File: src/hw/pipePkg.sv
package pipePkg;

    ////////////////////////////////
    // Datapath sizes
    ////////////////////////////////
    localparam int DataWidth    = 32;
    localparam int RegAddrWidth = 4;

    // Word-addressed data memory, index taken from AluResult[7:2]
    localparam int MemDepth      = 64;
    localparam int MemIndexWidth = $clog2(MemDepth);

    ////////////////////////////////
    // Iterative multiplier
    ////////////////////////////////
    localparam int MulIterations = 32;
    // Needs to hold the full iteration count, not just count-1
    localparam int CountWidth    = $clog2(MulIterations + 1);

    // Decoded operation as it arrives at execute
    typedef enum logic [2:0] {
        AluAdd,
        AluSub,
        AluAnd,
        AluOrr,
        AluEor,
        AluMov,
        AluMul,
        AluUmull
    } aluOpT;

endpackage

File: src/hw/emBus.sv
`timescale 1ns/1ps

interface emBus;
    import pipePkg::*;

    // Control flags
    logic                    RegWrite;
    logic                    RegWrite2;
    logic                    MemWrite;
    logic                    MemtoReg;

    // Data words
    logic [DataWidth-1:0]    AluResult;
    logic [DataWidth-1:0]    McResultHigh;
    logic [DataWidth-1:0]    WriteData;

    // Destination and store-source register addresses
    logic [RegAddrWidth-1:0] Wa3;
    logic [RegAddrWidth-1:0] Wa5;
    logic [RegAddrWidth-1:0] Ra2;

    modport src (
        output RegWrite, RegWrite2, MemWrite, MemtoReg,
        output AluResult, McResultHigh, WriteData,
        output Wa3, Wa5, Ra2
    );

    modport sink (
        input RegWrite, RegWrite2, MemWrite, MemtoReg,
        input AluResult, McResultHigh, WriteData,
        input Wa3, Wa5, Ra2
    );

endinterface

File: src/hw/aluUnit.sv
`timescale 1ns/1ps

module aluUnit (
    input  pipePkg::aluOpT                   Op,
    input  logic [pipePkg::DataWidth-1:0]    OperandA,
    input  logic [pipePkg::DataWidth-1:0]    OperandB,
    output logic [pipePkg::DataWidth-1:0]    Result
);
    import pipePkg::*;

    // Single-cycle operations only, the multiplier handles the rest
    always_comb begin
        case (Op)
            AluAdd: begin
                // Also forms the load/store address
                Result = OperandA + OperandB;
            end
            AluSub: begin
                Result = OperandA - OperandB;
            end
            AluAnd: begin
                Result = OperandA & OperandB;
            end
            AluOrr: begin
                Result = OperandA | OperandB;
            end
            AluEor: begin
                Result = OperandA ^ OperandB;
            end
            AluMov: begin
                Result = OperandB;
            end
            default: begin
                Result = '0;
            end
        endcase
    end

endmodule

File: src/hw/emReg.sv
`timescale 1ns/1ps

module emReg (
    input logic CLK,
    input logic Reset,
    emBus.sink  E,
    emBus.src   M
);

    // Free-running, no stall reaches this stage
    always_ff @(posedge CLK or posedge Reset) begin
        if (Reset) begin
            M.RegWrite     <= 1'b0;
            M.RegWrite2    <= 1'b0;
            M.MemWrite     <= 1'b0;
            M.MemtoReg     <= 1'b0;
            M.AluResult    <= '0;
            M.McResultHigh <= '0;
            M.WriteData    <= '0;
            M.Wa3          <= '0;
            M.Wa5          <= '0;
            M.Ra2          <= '0;
        end else begin
            // Flags
            M.RegWrite     <= E.RegWrite;
            M.RegWrite2    <= E.RegWrite2;
            M.MemWrite     <= E.MemWrite;
            M.MemtoReg     <= E.MemtoReg;
            // Data
            M.AluResult    <= E.AluResult;
            M.McResultHigh <= E.McResultHigh;
            M.WriteData    <= E.WriteData;
            // Addresses
            M.Wa3          <= E.Wa3;
            M.Wa5          <= E.Wa5;
            M.Ra2          <= E.Ra2;
        end
    end

endmodule

File: src/hw/execMemTop.sv
`timescale 1ns/1ps

module execMemTop (
    input  logic                             CLK,
    input  logic                             Reset,
    input  logic                             IssueValid,
    input  pipePkg::aluOpT                   Op,
    input  logic [pipePkg::DataWidth-1:0]    OperandA,
    input  logic [pipePkg::DataWidth-1:0]    OperandB,
    input  logic [pipePkg::DataWidth-1:0]    StoreData,
    input  logic                             RegWrite,
    input  logic                             MemWrite,
    input  logic                             MemtoReg,
    input  logic [pipePkg::RegAddrWidth-1:0] Wa3,
    input  logic [pipePkg::RegAddrWidth-1:0] Wa5,
    input  logic [pipePkg::RegAddrWidth-1:0] Ra2,
    output logic                             IssueReady,
    output logic                             RegWriteW,
    output logic                             RegWrite2W,
    output logic [pipePkg::RegAddrWidth-1:0] Wa3W,
    output logic [pipePkg::RegAddrWidth-1:0] Wa5W,
    output logic [pipePkg::DataWidth-1:0]    ResultW,
    output logic [pipePkg::DataWidth-1:0]    HighW
);
    import pipePkg::*;

    emBus busE ();
    emBus busM ();

    logic                    accept;
    logic                    aluIssue;
    logic                    mulLoad, mulStep, mulDone, mulLong, mulBusy, mulLast;
    logic [DataWidth-1:0]    aluResult;
    logic [DataWidth-1:0]    productLow, productHigh;
    logic [RegAddrWidth-1:0] heldWa3, heldWa5;

    assign accept     = IssueValid && IssueReady;
    assign aluIssue   = accept && !mulLoad;
    // One multiply in flight, nothing else issues meanwhile
    assign IssueReady = !mulBusy;

    aluUnit aluUnit_i (.Op(Op), .OperandA(OperandA), .OperandB(OperandB), .Result(aluResult));

    mulController mulController_i (
        .CLK(CLK), .Reset(Reset), .Start(accept), .Op(Op), .Last(mulLast),
        .Load(mulLoad), .Step(mulStep), .Done(mulDone), .Long(mulLong), .Busy(mulBusy)
    );

    mulCycleCounter mulCycleCounter_i (
        .CLK(CLK), .Reset(Reset), .Load(mulLoad), .Step(mulStep), .Last(mulLast)
    );

    mulDatapath mulDatapath_i (
        .CLK(CLK), .Reset(Reset), .Load(mulLoad), .Step(mulStep),
        .Multiplicand(OperandA), .Multiplier(OperandB),
        .ProductLow(productLow), .ProductHigh(productHigh)
    );

    // Destinations of the multiply, ports move on while it runs
    always_ff @(posedge CLK) begin
        if (mulLoad) begin
            heldWa3 <= Wa3;
            heldWa5 <= Wa5;
        end
    end

    ////////////////////////////////
    // Bubble and result select
    ////////////////////////////////
    always_comb begin
        busE.RegWrite     = 1'b0;
        busE.RegWrite2    = 1'b0;
        busE.MemWrite     = 1'b0;
        busE.MemtoReg     = 1'b0;
        busE.AluResult    = aluResult;
        busE.McResultHigh = '0;
        busE.WriteData    = StoreData;
        busE.Wa3          = Wa3;
        busE.Wa5          = Wa5;
        busE.Ra2          = Ra2;
        if (mulDone) begin
            busE.RegWrite     = 1'b1;
            busE.RegWrite2    = mulLong;
            busE.AluResult    = productLow;
            busE.McResultHigh = productHigh;
            busE.Wa3          = heldWa3;
            busE.Wa5          = heldWa5;
        end else if (aluIssue) begin
            busE.RegWrite = RegWrite;
            busE.MemWrite = MemWrite;
            busE.MemtoReg = MemtoReg;
        end
    end

    emReg emReg_i (.CLK(CLK), .Reset(Reset), .E(busE.sink), .M(busM.src));

    memStage memStage_i (
        .CLK(CLK), .Reset(Reset), .M(busM.sink),
        .RegWriteW(RegWriteW), .RegWrite2W(RegWrite2W), .Wa3W(Wa3W), .Wa5W(Wa5W),
        .ResultW(ResultW), .HighW(HighW)
    );

endmodule

File: src/hw/memStage.sv
`timescale 1ns/1ps

module memStage (
    input  logic                             CLK,
    input  logic                             Reset,
    emBus.sink                               M,
    output logic                             RegWriteW,
    output logic                             RegWrite2W,
    output logic [pipePkg::RegAddrWidth-1:0] Wa3W,
    output logic [pipePkg::RegAddrWidth-1:0] Wa5W,
    output logic [pipePkg::DataWidth-1:0]    ResultW,
    output logic [pipePkg::DataWidth-1:0]    HighW
);
    import pipePkg::*;

    logic [DataWidth-1:0]     dataMem [MemDepth];
    logic [MemIndexWidth-1:0] memIndex;
    logic [DataWidth-1:0]     storeData;
    logic [DataWidth-1:0]     readData;

    // Word index, byte offset bits ignored
    assign memIndex = M.AluResult[MemIndexWidth+1:2];
    assign readData = dataMem[memIndex];

    // Store right behind the instruction that produced its source register
    assign storeData = (M.MemWrite && RegWriteW && (M.Ra2 == Wa3W)) ? ResultW : M.WriteData;

    always_ff @(posedge CLK) begin
        if (M.MemWrite) dataMem[memIndex] <= storeData;
    end

    ////////////////////////////////
    // Memory/writeback register
    ////////////////////////////////
    always_ff @(posedge CLK or posedge Reset) begin
        if (Reset) begin
            RegWriteW  <= 1'b0;
            RegWrite2W <= 1'b0;
        end else begin
            RegWriteW  <= M.RegWrite;
            RegWrite2W <= M.RegWrite2;
        end
    end

    always_ff @(posedge CLK) begin
        Wa3W    <= M.Wa3;
        Wa5W    <= M.Wa5;
        ResultW <= M.MemtoReg ? readData : M.AluResult;
        HighW   <= M.McResultHigh;
    end

endmodule

File: src/hw/mulController.sv
`timescale 1ns/1ps

module mulController (
    input  logic           CLK,
    input  logic           Reset,
    input  logic           Start,
    input  pipePkg::aluOpT Op,
    input  logic           Last,
    output logic           Load,
    output logic           Step,
    output logic           Done,
    output logic           Long,
    output logic           Busy
);
    import pipePkg::*;

    typedef enum logic [1:0] {
        StIdle,
        StRun,
        StDone
    } mulStateT;

    mulStateT state;
    mulStateT stateNext;
    logic     isMulOp;

    assign isMulOp = (Op == AluMul) || (Op == AluUmull);

    // Operands are captured on the accepting edge itself
    assign Load = Start && isMulOp && (state == StIdle);
    assign Step = (state == StRun);
    assign Done = (state == StDone);
    assign Busy = (state != StIdle);

    always_comb begin
        stateNext = state;
        case (state)
            StIdle: if (Load) stateNext = StRun;
            StRun:  if (Last) stateNext = StDone;
            default: stateNext = StIdle;
        endcase
    end

    always_ff @(posedge CLK or posedge Reset) begin
        if (Reset) begin
            state <= StIdle;
            Long  <= 1'b0;
        end else begin
            state <= stateNext;
            // UMULL enables the second register write
            if (Load) Long <= (Op == AluUmull);
        end
    end

endmodule

File: src/hw/mulCycleCounter.sv
`timescale 1ns/1ps

module mulCycleCounter (
    input  logic CLK,
    input  logic Reset,
    input  logic Load,
    input  logic Step,
    output logic Last
);
    import pipePkg::*;

    logic [CountWidth-1:0] remaining;

    // Final step is the one taken while the count sits at one
    assign Last = (remaining == CountWidth'(1));

    always_ff @(posedge CLK or posedge Reset) begin
        if (Reset) begin
            remaining <= '0;
        end else if (Load) begin
            remaining <= CountWidth'(MulIterations);
        end else if (Step) begin
            remaining <= remaining - CountWidth'(1);
        end
    end

endmodule

File: src/hw/mulDatapath.sv
`timescale 1ns/1ps

module mulDatapath (
    input  logic                          CLK,
    input  logic                          Reset,
    input  logic                          Load,
    input  logic                          Step,
    input  logic [pipePkg::DataWidth-1:0] Multiplicand,
    input  logic [pipePkg::DataWidth-1:0] Multiplier,
    output logic [pipePkg::DataWidth-1:0] ProductLow,
    output logic [pipePkg::DataWidth-1:0] ProductHigh
);
    import pipePkg::*;

    logic [2*DataWidth-1:0] accumulator;
    logic [2*DataWidth-1:0] mcandShift;
    logic [DataWidth-1:0]   mplierShift;

    assign ProductLow  = accumulator[DataWidth-1:0];
    assign ProductHigh = accumulator[2*DataWidth-1:DataWidth];

    ////////////////////////////////
    // Operand shift registers
    ////////////////////////////////
    always_ff @(posedge CLK) begin
        if (Load) begin
            mcandShift  <= {{DataWidth{1'b0}}, Multiplicand};
            mplierShift <= Multiplier;
        end else if (Step) begin
            mcandShift  <= mcandShift << 1;
            mplierShift <= mplierShift >> 1;
        end
    end

    ////////////////////////////////
    // Partial product accumulation
    ////////////////////////////////
    always_ff @(posedge CLK or posedge Reset) begin
        if (Reset) begin
            accumulator <= '0;
        end else if (Load) begin
            accumulator <= '0;
        end else if (Step && mplierShift[0]) begin
            // Unsigned, so no sign correction on the last step
            accumulator <= accumulator + mcandShift;
        end
    end

endmodule

File: config.mk
export PLATFORM = sky130hd
export DESIGN_NAME = execMemTop
export DESIGN_NICKNAME = d
export VERILOG_FILES = /design/src/hw/pipePkg.sv /design/src/hw/emBus.sv /design/src/hw/aluUnit.sv /design/src/hw/emReg.sv /design/src/hw/execMemTop.sv /design/src/hw/memStage.sv /design/src/hw/mulController.sv /design/src/hw/mulCycleCounter.sv /design/src/hw/mulDatapath.sv
export SDC_FILE = /design/constraint.sdc
export NUM_CORES = 2
export LEC_CHECK = 0
export BUFFER_PORTS_ARGS = -buffer_cell sky130_fd_sc_hd__buf_2
export CAP_MARGIN = 0
export CELL_PAD_IN_SITES_DETAIL_PLACEMENT = 1
export CELL_PAD_IN_SITES_GLOBAL_PLACEMENT = 1
export CORE_MARGIN = 2
export CORE_UTILIZATION = 51
export DETAILED_ROUTE_END_ITERATION = 12
export GPL_TIMING_DRIVEN = 1
export PLACE_DENSITY_LB_ADDON = 0.12
export RECOVER_POWER = 50
export SETUP_SLACK_MARGIN = 0.4
export SLEW_MARGIN = 40
export SYNTH_ARGS = -nofsm -noshare
export SYNTH_HDL_FRONTEND = slang
export SYNTH_SLANG_ARGS = --single-unit
File: constraint.sdc
create_clock -name CLK -period 7.7 [get_ports CLK]
set_clock_uncertainty 0.1 [all_clocks]
set_input_delay 0.385 -clock CLK [delete_from_list [all_inputs] [get_ports CLK]]
set_output_delay 0.385 -clock CLK [all_outputs]
set_load 0.05 [all_outputs]
; Word level (Yosys, flattened, before mapping)
; Memory sizes are Yosys's and may differ from the RTL's.
; Cells that the tools add are included.
[op_classes]
addsub = 4
n_eq_ne = 13
mux = 27
bitwise = 3
reduce_logical = 16
[ops]
columns = operator, n
row1 = $mux 32, 8
row2 = $pmux 32 s6, 1
row3 = $mux 64, 2
row4 = $add 64x64->64, 1
row5 = $add 32x32->32, 1
row6 = $and 32x32->32, 1
row7 = $or 32x32->32, 1
row8 = $sub 32x32->32, 1
row9 = $xor 32x32->32, 1
row10 = $eq 3x3->1 const B, 4
row11 = $mux 6, 2
row12 = $mux 1, 9
row13 = $mux 4, 2
row14 = $logic_and 1x1->1, 7
row15 = $eq 3x2->1 const B, 2
row16 = $eq 6x1->1 const B, 1
row17 = $reduce_bool 2->1, 3
row18 = $sub 6x1->6 const B, 1
row19 = $eq 4x4->1, 1
row20 = $mux 2, 2
row21 = $ne 2x2->1 const B, 2
row22 = $pmux 2 s2, 1
row23 = $eq 3x1->1 const B, 1
row24 = $logic_not 3->1, 1
row25 = other kinds (6), 7
[word_totals]
reg_bits = 363
ramBits = 2048
in_bits = 117
out_inout_bits = 75
wordCells = 89
mem_count = 1
[mem_list]
columns = name, words, word_bits, rd, rd_ports_with_merged_regs, wr, line
row1 = memStage_i.dataMem, 64, 32, 1, 0, 1, memStage.sv:16  ; logic [DataWidth-1:0] dataMem [MemDepth];

; Logic depth before layout (Yosys ltp)
[depth]
word_depth = 9
depth_mapped = 19
ltp_nobuf = 19

; By module
; From an unflattened synthesis, not the netlist that was laid out.
[hier_totals]
hier_cells = 6180
hier_area_um2 = 99360.3
[by_module_without_submodules]
columns = module, n_inst, cells_per_inst, area_each_um2, seq_area_each_um2
row1 = memStage, 1, 4282, 80878.8, 62990.4
row2 = mulDatapath, 1, 1023, 9835.7, 4164.0
row3 = aluUnit, 1, 622, 4309.1, 0.0
row4 = emReg, 1, 113, 2806.4, 2802.7
row5 = execMemTop, 1, 96, 1066.0, 240.2
row6 = mulCycleCounter, 1, 30, 314.1, 150.1
row7 = mulController, 1, 14, 150.1, 75.1

; Worst setup path before layout
; Ideal clock, no wire load.
[synth_path]
path_type = input to register
startpoint = input port OperandB[10] (netlist bit)
endpoint = register emReg_i.M.AluResult[29]
setup_ns = 0.083
arrival_time_ns = 4.168
required_ns = 7.517
slack_ns = 3.350
path_stages = 18
path_buffers = 0
cell_sequence = nor4_1 -> nand3_1 -> nor2_1 -> nand4_1 -> or2_2 -> o41ai_1 -> xnor2_1 -> ha_1 -> a21o_1 -> a21o_1 -> a21o_1 -> a21o_1 -> a2111oi_0 -> o211ai_1 -> a41oi_1 -> xnor2_1 -> a21oi_1 -> o21ai_0
[synth_between]
elab_chain_len = 3
word_cells_on_any_way = 4
classes_between = add/sub: 2 / mux: 2
[synth_lines]
columns = element, line
row1 = "start, declared", execMemTop.sv:9  ; input logic [pipePkg::DataWidth-1:0] OperandB,
row2 = $sub 32x32->32 or $add 32x32->32 (tied branches), "aluUnit.sv:19, aluUnit.sv:16"
row3 = $pmux 32 s6 (*), aluUnit.sv:13  ; case (Op)
row4 = $mux 32 (*), execMemTop.sv:81  ; if (mulDone) begin
row5 = via busE.AluResult[29], emBus.sv:13  ; logic [DataWidth-1:0] AluResult;
row6 = "end, declared", emBus.sv:24  ; output AluResult, McResultHigh, WriteData,
; The timed path passes the listed nets; every way through them passes the cells marked *.
; A chain may end at the register's enable or synchronous reset.

; Worst setup path in the final report
[layout_path]
startpoint = register emReg_i.M.AluResult[6]
endpoint = memory memStage_i.dataMem[23][15] (enable)
[layout_lines]
columns = element, line
row1 = "end, declared", memStage.sv:16
; Straight into the memory's write port.

==> results.py <==
metrics = {
    "finish": {
        "final_cell_mix": "edfxtp_1 (2120), a22oi_1 (812), nand2_1 (351)",
        "layout_commonest_cell": "edfxtp_1",
        "nets": 6683,
        "area_growth_pct": 14.3,
        "final_layout_size_suffix_gt1_share_pct": 10.7,
    },
    "critical_path": {
        "critPathSlowestCell": "clkbuf_1",
        "startpoint_type": "register",
        "required_ns": 8.13,
        "cp.arrival_ns": 6.50,
        "crit_type": "register to register",
        "rr_worst_depth": 4,
        "critPathCaptureType": "register",
        "crit_chain": "clkbuf_1 -> or3b_1 -> nor2_4 -> buf_4",
        "critical_path.max_fanout": 38,
        "critPathMaxStageDelay_ns": 1.87,
    },
    "clocking": {
        "cts.clk_slew.worst_paths_ns": 0.07,
        "cts_sinks": 2411,
        "clockRootBuffer": "clkbuf_16",
        "cts_buffers": 234,
        "clock_latency_ns": 0.89,
        "clockBufferDepth": 3,
        "htree_levels": 4,
        "cts_tree": "yes",
    },
    "power": {
        "power_density_nw_per_um2": 268,
        "total_leakage_power_nw": 35.9,
        "finalPower_mw": 28.8,
        "vdd_drop_max_uv": 244,
    },
    "die": {
        "die_w_um": 433,
        "fp-row-count": 157,
        "die_y_um": 433,
        "io-pin-count": 192,
        "coreArea_um2": 183000,
        "die_area_um2": 187000,
        "initial_utilization_pct": 51.3,
    },
    "grt": {
        "grt.total_usage_pct": 31.2,
        "grt_start_max_net_pins": 148,
        "grt_overflow_total": 0,
        "antenna_found_initial": 10,
        "grt_pass1_wl_um": 427000,
        "grt_pass1_vias": 62400,
    },
    "detailed_routing": {
        "drc": 0,
        "final_antenna_net_count": 0,
        "avgRoutedWirePerCell_um": 32.2,
        "finalWirelength_um": 292000,
        "firstDrtPassIters": 5,
        "num_vias": 59500,
        "vias_per_cell": 6.56,
        "first_iter_violations": 6172,
    },
    "logic_synthesis": {
        "async_flop_share_pct": 7.76,
        "synth_ff_type": "edfxtp_1",
        "synth-seq-cells": 2411,
        "synth_edf_count": 2120,
        "netlist_instances": 6066,
        "synth_area_leaders": "edfxtp_1 (68%), a22oi_1 (6.5%), dfrtp_1 (5.0%)",
        "avgSynthCellArea_um2": 15.5,
        "synthDistinctLibCells": 78,
        "yosysWarnings": 0,
        "syn-cell-area_um2": 93800,
        "yosysTopAreaCellShare_pct": 67.9,
        "syn-num-nets": 6346,
        "yosys.area.top_type": "edfxtp_1",
        "yosysSeqAreaShare_pct": 75.1,
    },
    "placed_design": {
        "io_buffer_count": 191,
        "hpwlAfterDp_um": 165000,
        "routabilityCongestion": 0.872,
    },
    "run": {
        "drv_cap": 36,
    },
    "sta": {
        "relSlewSlack_pct": -218,
        "max_freq_ghz": 0.165,
        "post-route-min-period_ns": 6.08,
        "post-route-period-util_pct": 78.9,
        "fin_setup_tns_ns": 0,
        "rsz0062_at_grt": "false",
        "setup_viol": 0,
        "hold_violations": 0,
        "tightest_slew_ns": 4.78,
        "finalMaxSlewViolations": 2118,
    },
    "worst_hold_path": {
        "min_path_type": "input pin to register",
        "min_path_cells": 2,
    },
    "outcome": {
        "violations": "max-capacitance violations, max-slew violations",
        "run_status": "finished with violations",
    },
}
## area by class of cell
| cell class | count | area (um^2) |
|---|---|---|
| sequential | 2411 | 70400 |
| antenna | 2 | 5.00 |
| multi-input combinational | 3168 | 22100 |
| timing repair buffer | 487 | 3600 |
| clock buffer | 292 | 6190 |
| tap | 2464 | 3080 |
| inverter | 101 | 380 |
| clock inverter | 139 | 1430 |
| fill | 16700 | 75700 |
## where the power goes
group | internal, mW | switching, mW | total [mW]
clock | 6.39 | 5.06 | 11.5
combinational | 0.830 | 2.10 | 2.93
sequential | 14.3 | 0.0879 | 14.4
## path summary, 6_finish.rpt
check / endpoint / start / slack (ns)
max: memStage_i.dataMem[23][15]$_DFFE_PP_ / emReg_i.M.AluResult[6]$_DFF_PP0_ / 1.62
min: emReg_i.M.WriteData[4]$_DFF_PP0_ / StoreData[4] / 0.06
max reg2reg: memStage_i.dataMem[23][15]$_DFFE_PP_ / emReg_i.M.AluResult[6]$_DFF_PP0_ / 1.62
min reg2reg: memStage_i.HighW[28]$_DFF_P_ / emReg_i.M.McResultHigh[28]$_DFF_PP0_ / 0.24
max in group asynchronous: emReg_i.M.AluResult[5]$_DFF_PP0_ / Reset / 2.43
min in group asynchronous: emReg_i.M.WriteData[30]$_DFF_PP0_ / Reset / 1.35
## routing by layer
layer	GRT usage [%]	wire length [um]	up-vias
met1	42.5	117000	31100
li1	-	-	25000
met4	8.86	8300	4
met5	0	25	-
met2	52.2	143000	2810
met3	4.84	23000	514
## critical path, delay by kind of cell (launching register included)
family / cells / cell delay [ns]
simple gates: 2 / 1.41
buf+inv: 2 / 2.39
flops: 1 / 1.69
## cells in the mapped netlist, types with 99 or more instances
master / n
nand4_1: 233
nand2_1: 353
ha_1: 161
dfrtp_1: 187
edfxtp_1: 2120
nor2_1: 217
a22o_1: 123
dfxtp_1: 104
inv_1: 99
o21ai_0: 235
a21oi_1: 204
clkbuf_1: 300
a221oi_1: 160
a22oi_1: 812
## cells by family after synthesis
kind of cell	synth area share [%]
flip-flops	75.1
AO/OA/AOI/OAI	14.0
AND/OR/NAND/NOR	5.13
buffers and inverters	1.99
adder cells (fa/ha/maj)	2.19
XOR/XNOR	1.12
multiplexers	0.484
## registers in the layout (all words and copies together), names as in the netlist, 4 cells and up
name                         flops
emReg_i.M.Ra2                    4
emReg_i.M.Wa3                    4
emReg_i.M.WriteData             32
emReg_i.M.AluResult             32
memStage_i.dataMem            2048
mulDatapath_i.accumulator       64
emReg_i.M.McResultHigh          32
mulDatapath_i.mplierShift       32
emReg_i.M.Wa5                    4
mulCycleCounter_i.remaining      6
heldWa3                          4
memStage_i.Wa3W                  4
mulDatapath_i.mcandShift        64
memStage_i.ResultW              32
memStage_i.Wa5W                  4
heldWa5                          4
memStage_i.HighW                32
## metrics by stage
stage	std cells	hold WS [ns]	worst slack, ns	cell area (um^2)	util [%]
CTS	9061	0.000312	2.83	108000	58.8
global placement	8485	0.224	2.52	98300	53.7
finish	9064	0.0572	1.62	107000	58.6
global route	9062	0.0391	1.27	107000	58.6
floorplan	6066	0.224	2.13	93800	-
detailed placement	8490	0.229	2.47	98500	53.9
## repair_timing
item | 4_1_cts | 5_1_grt
hold buffers | 140 | 0
hold endpoints to repair | 236 | 0
gates resized for setup | 0 | 0
setup buffers | 0 | 0
(Power assumes the default switching activity.)
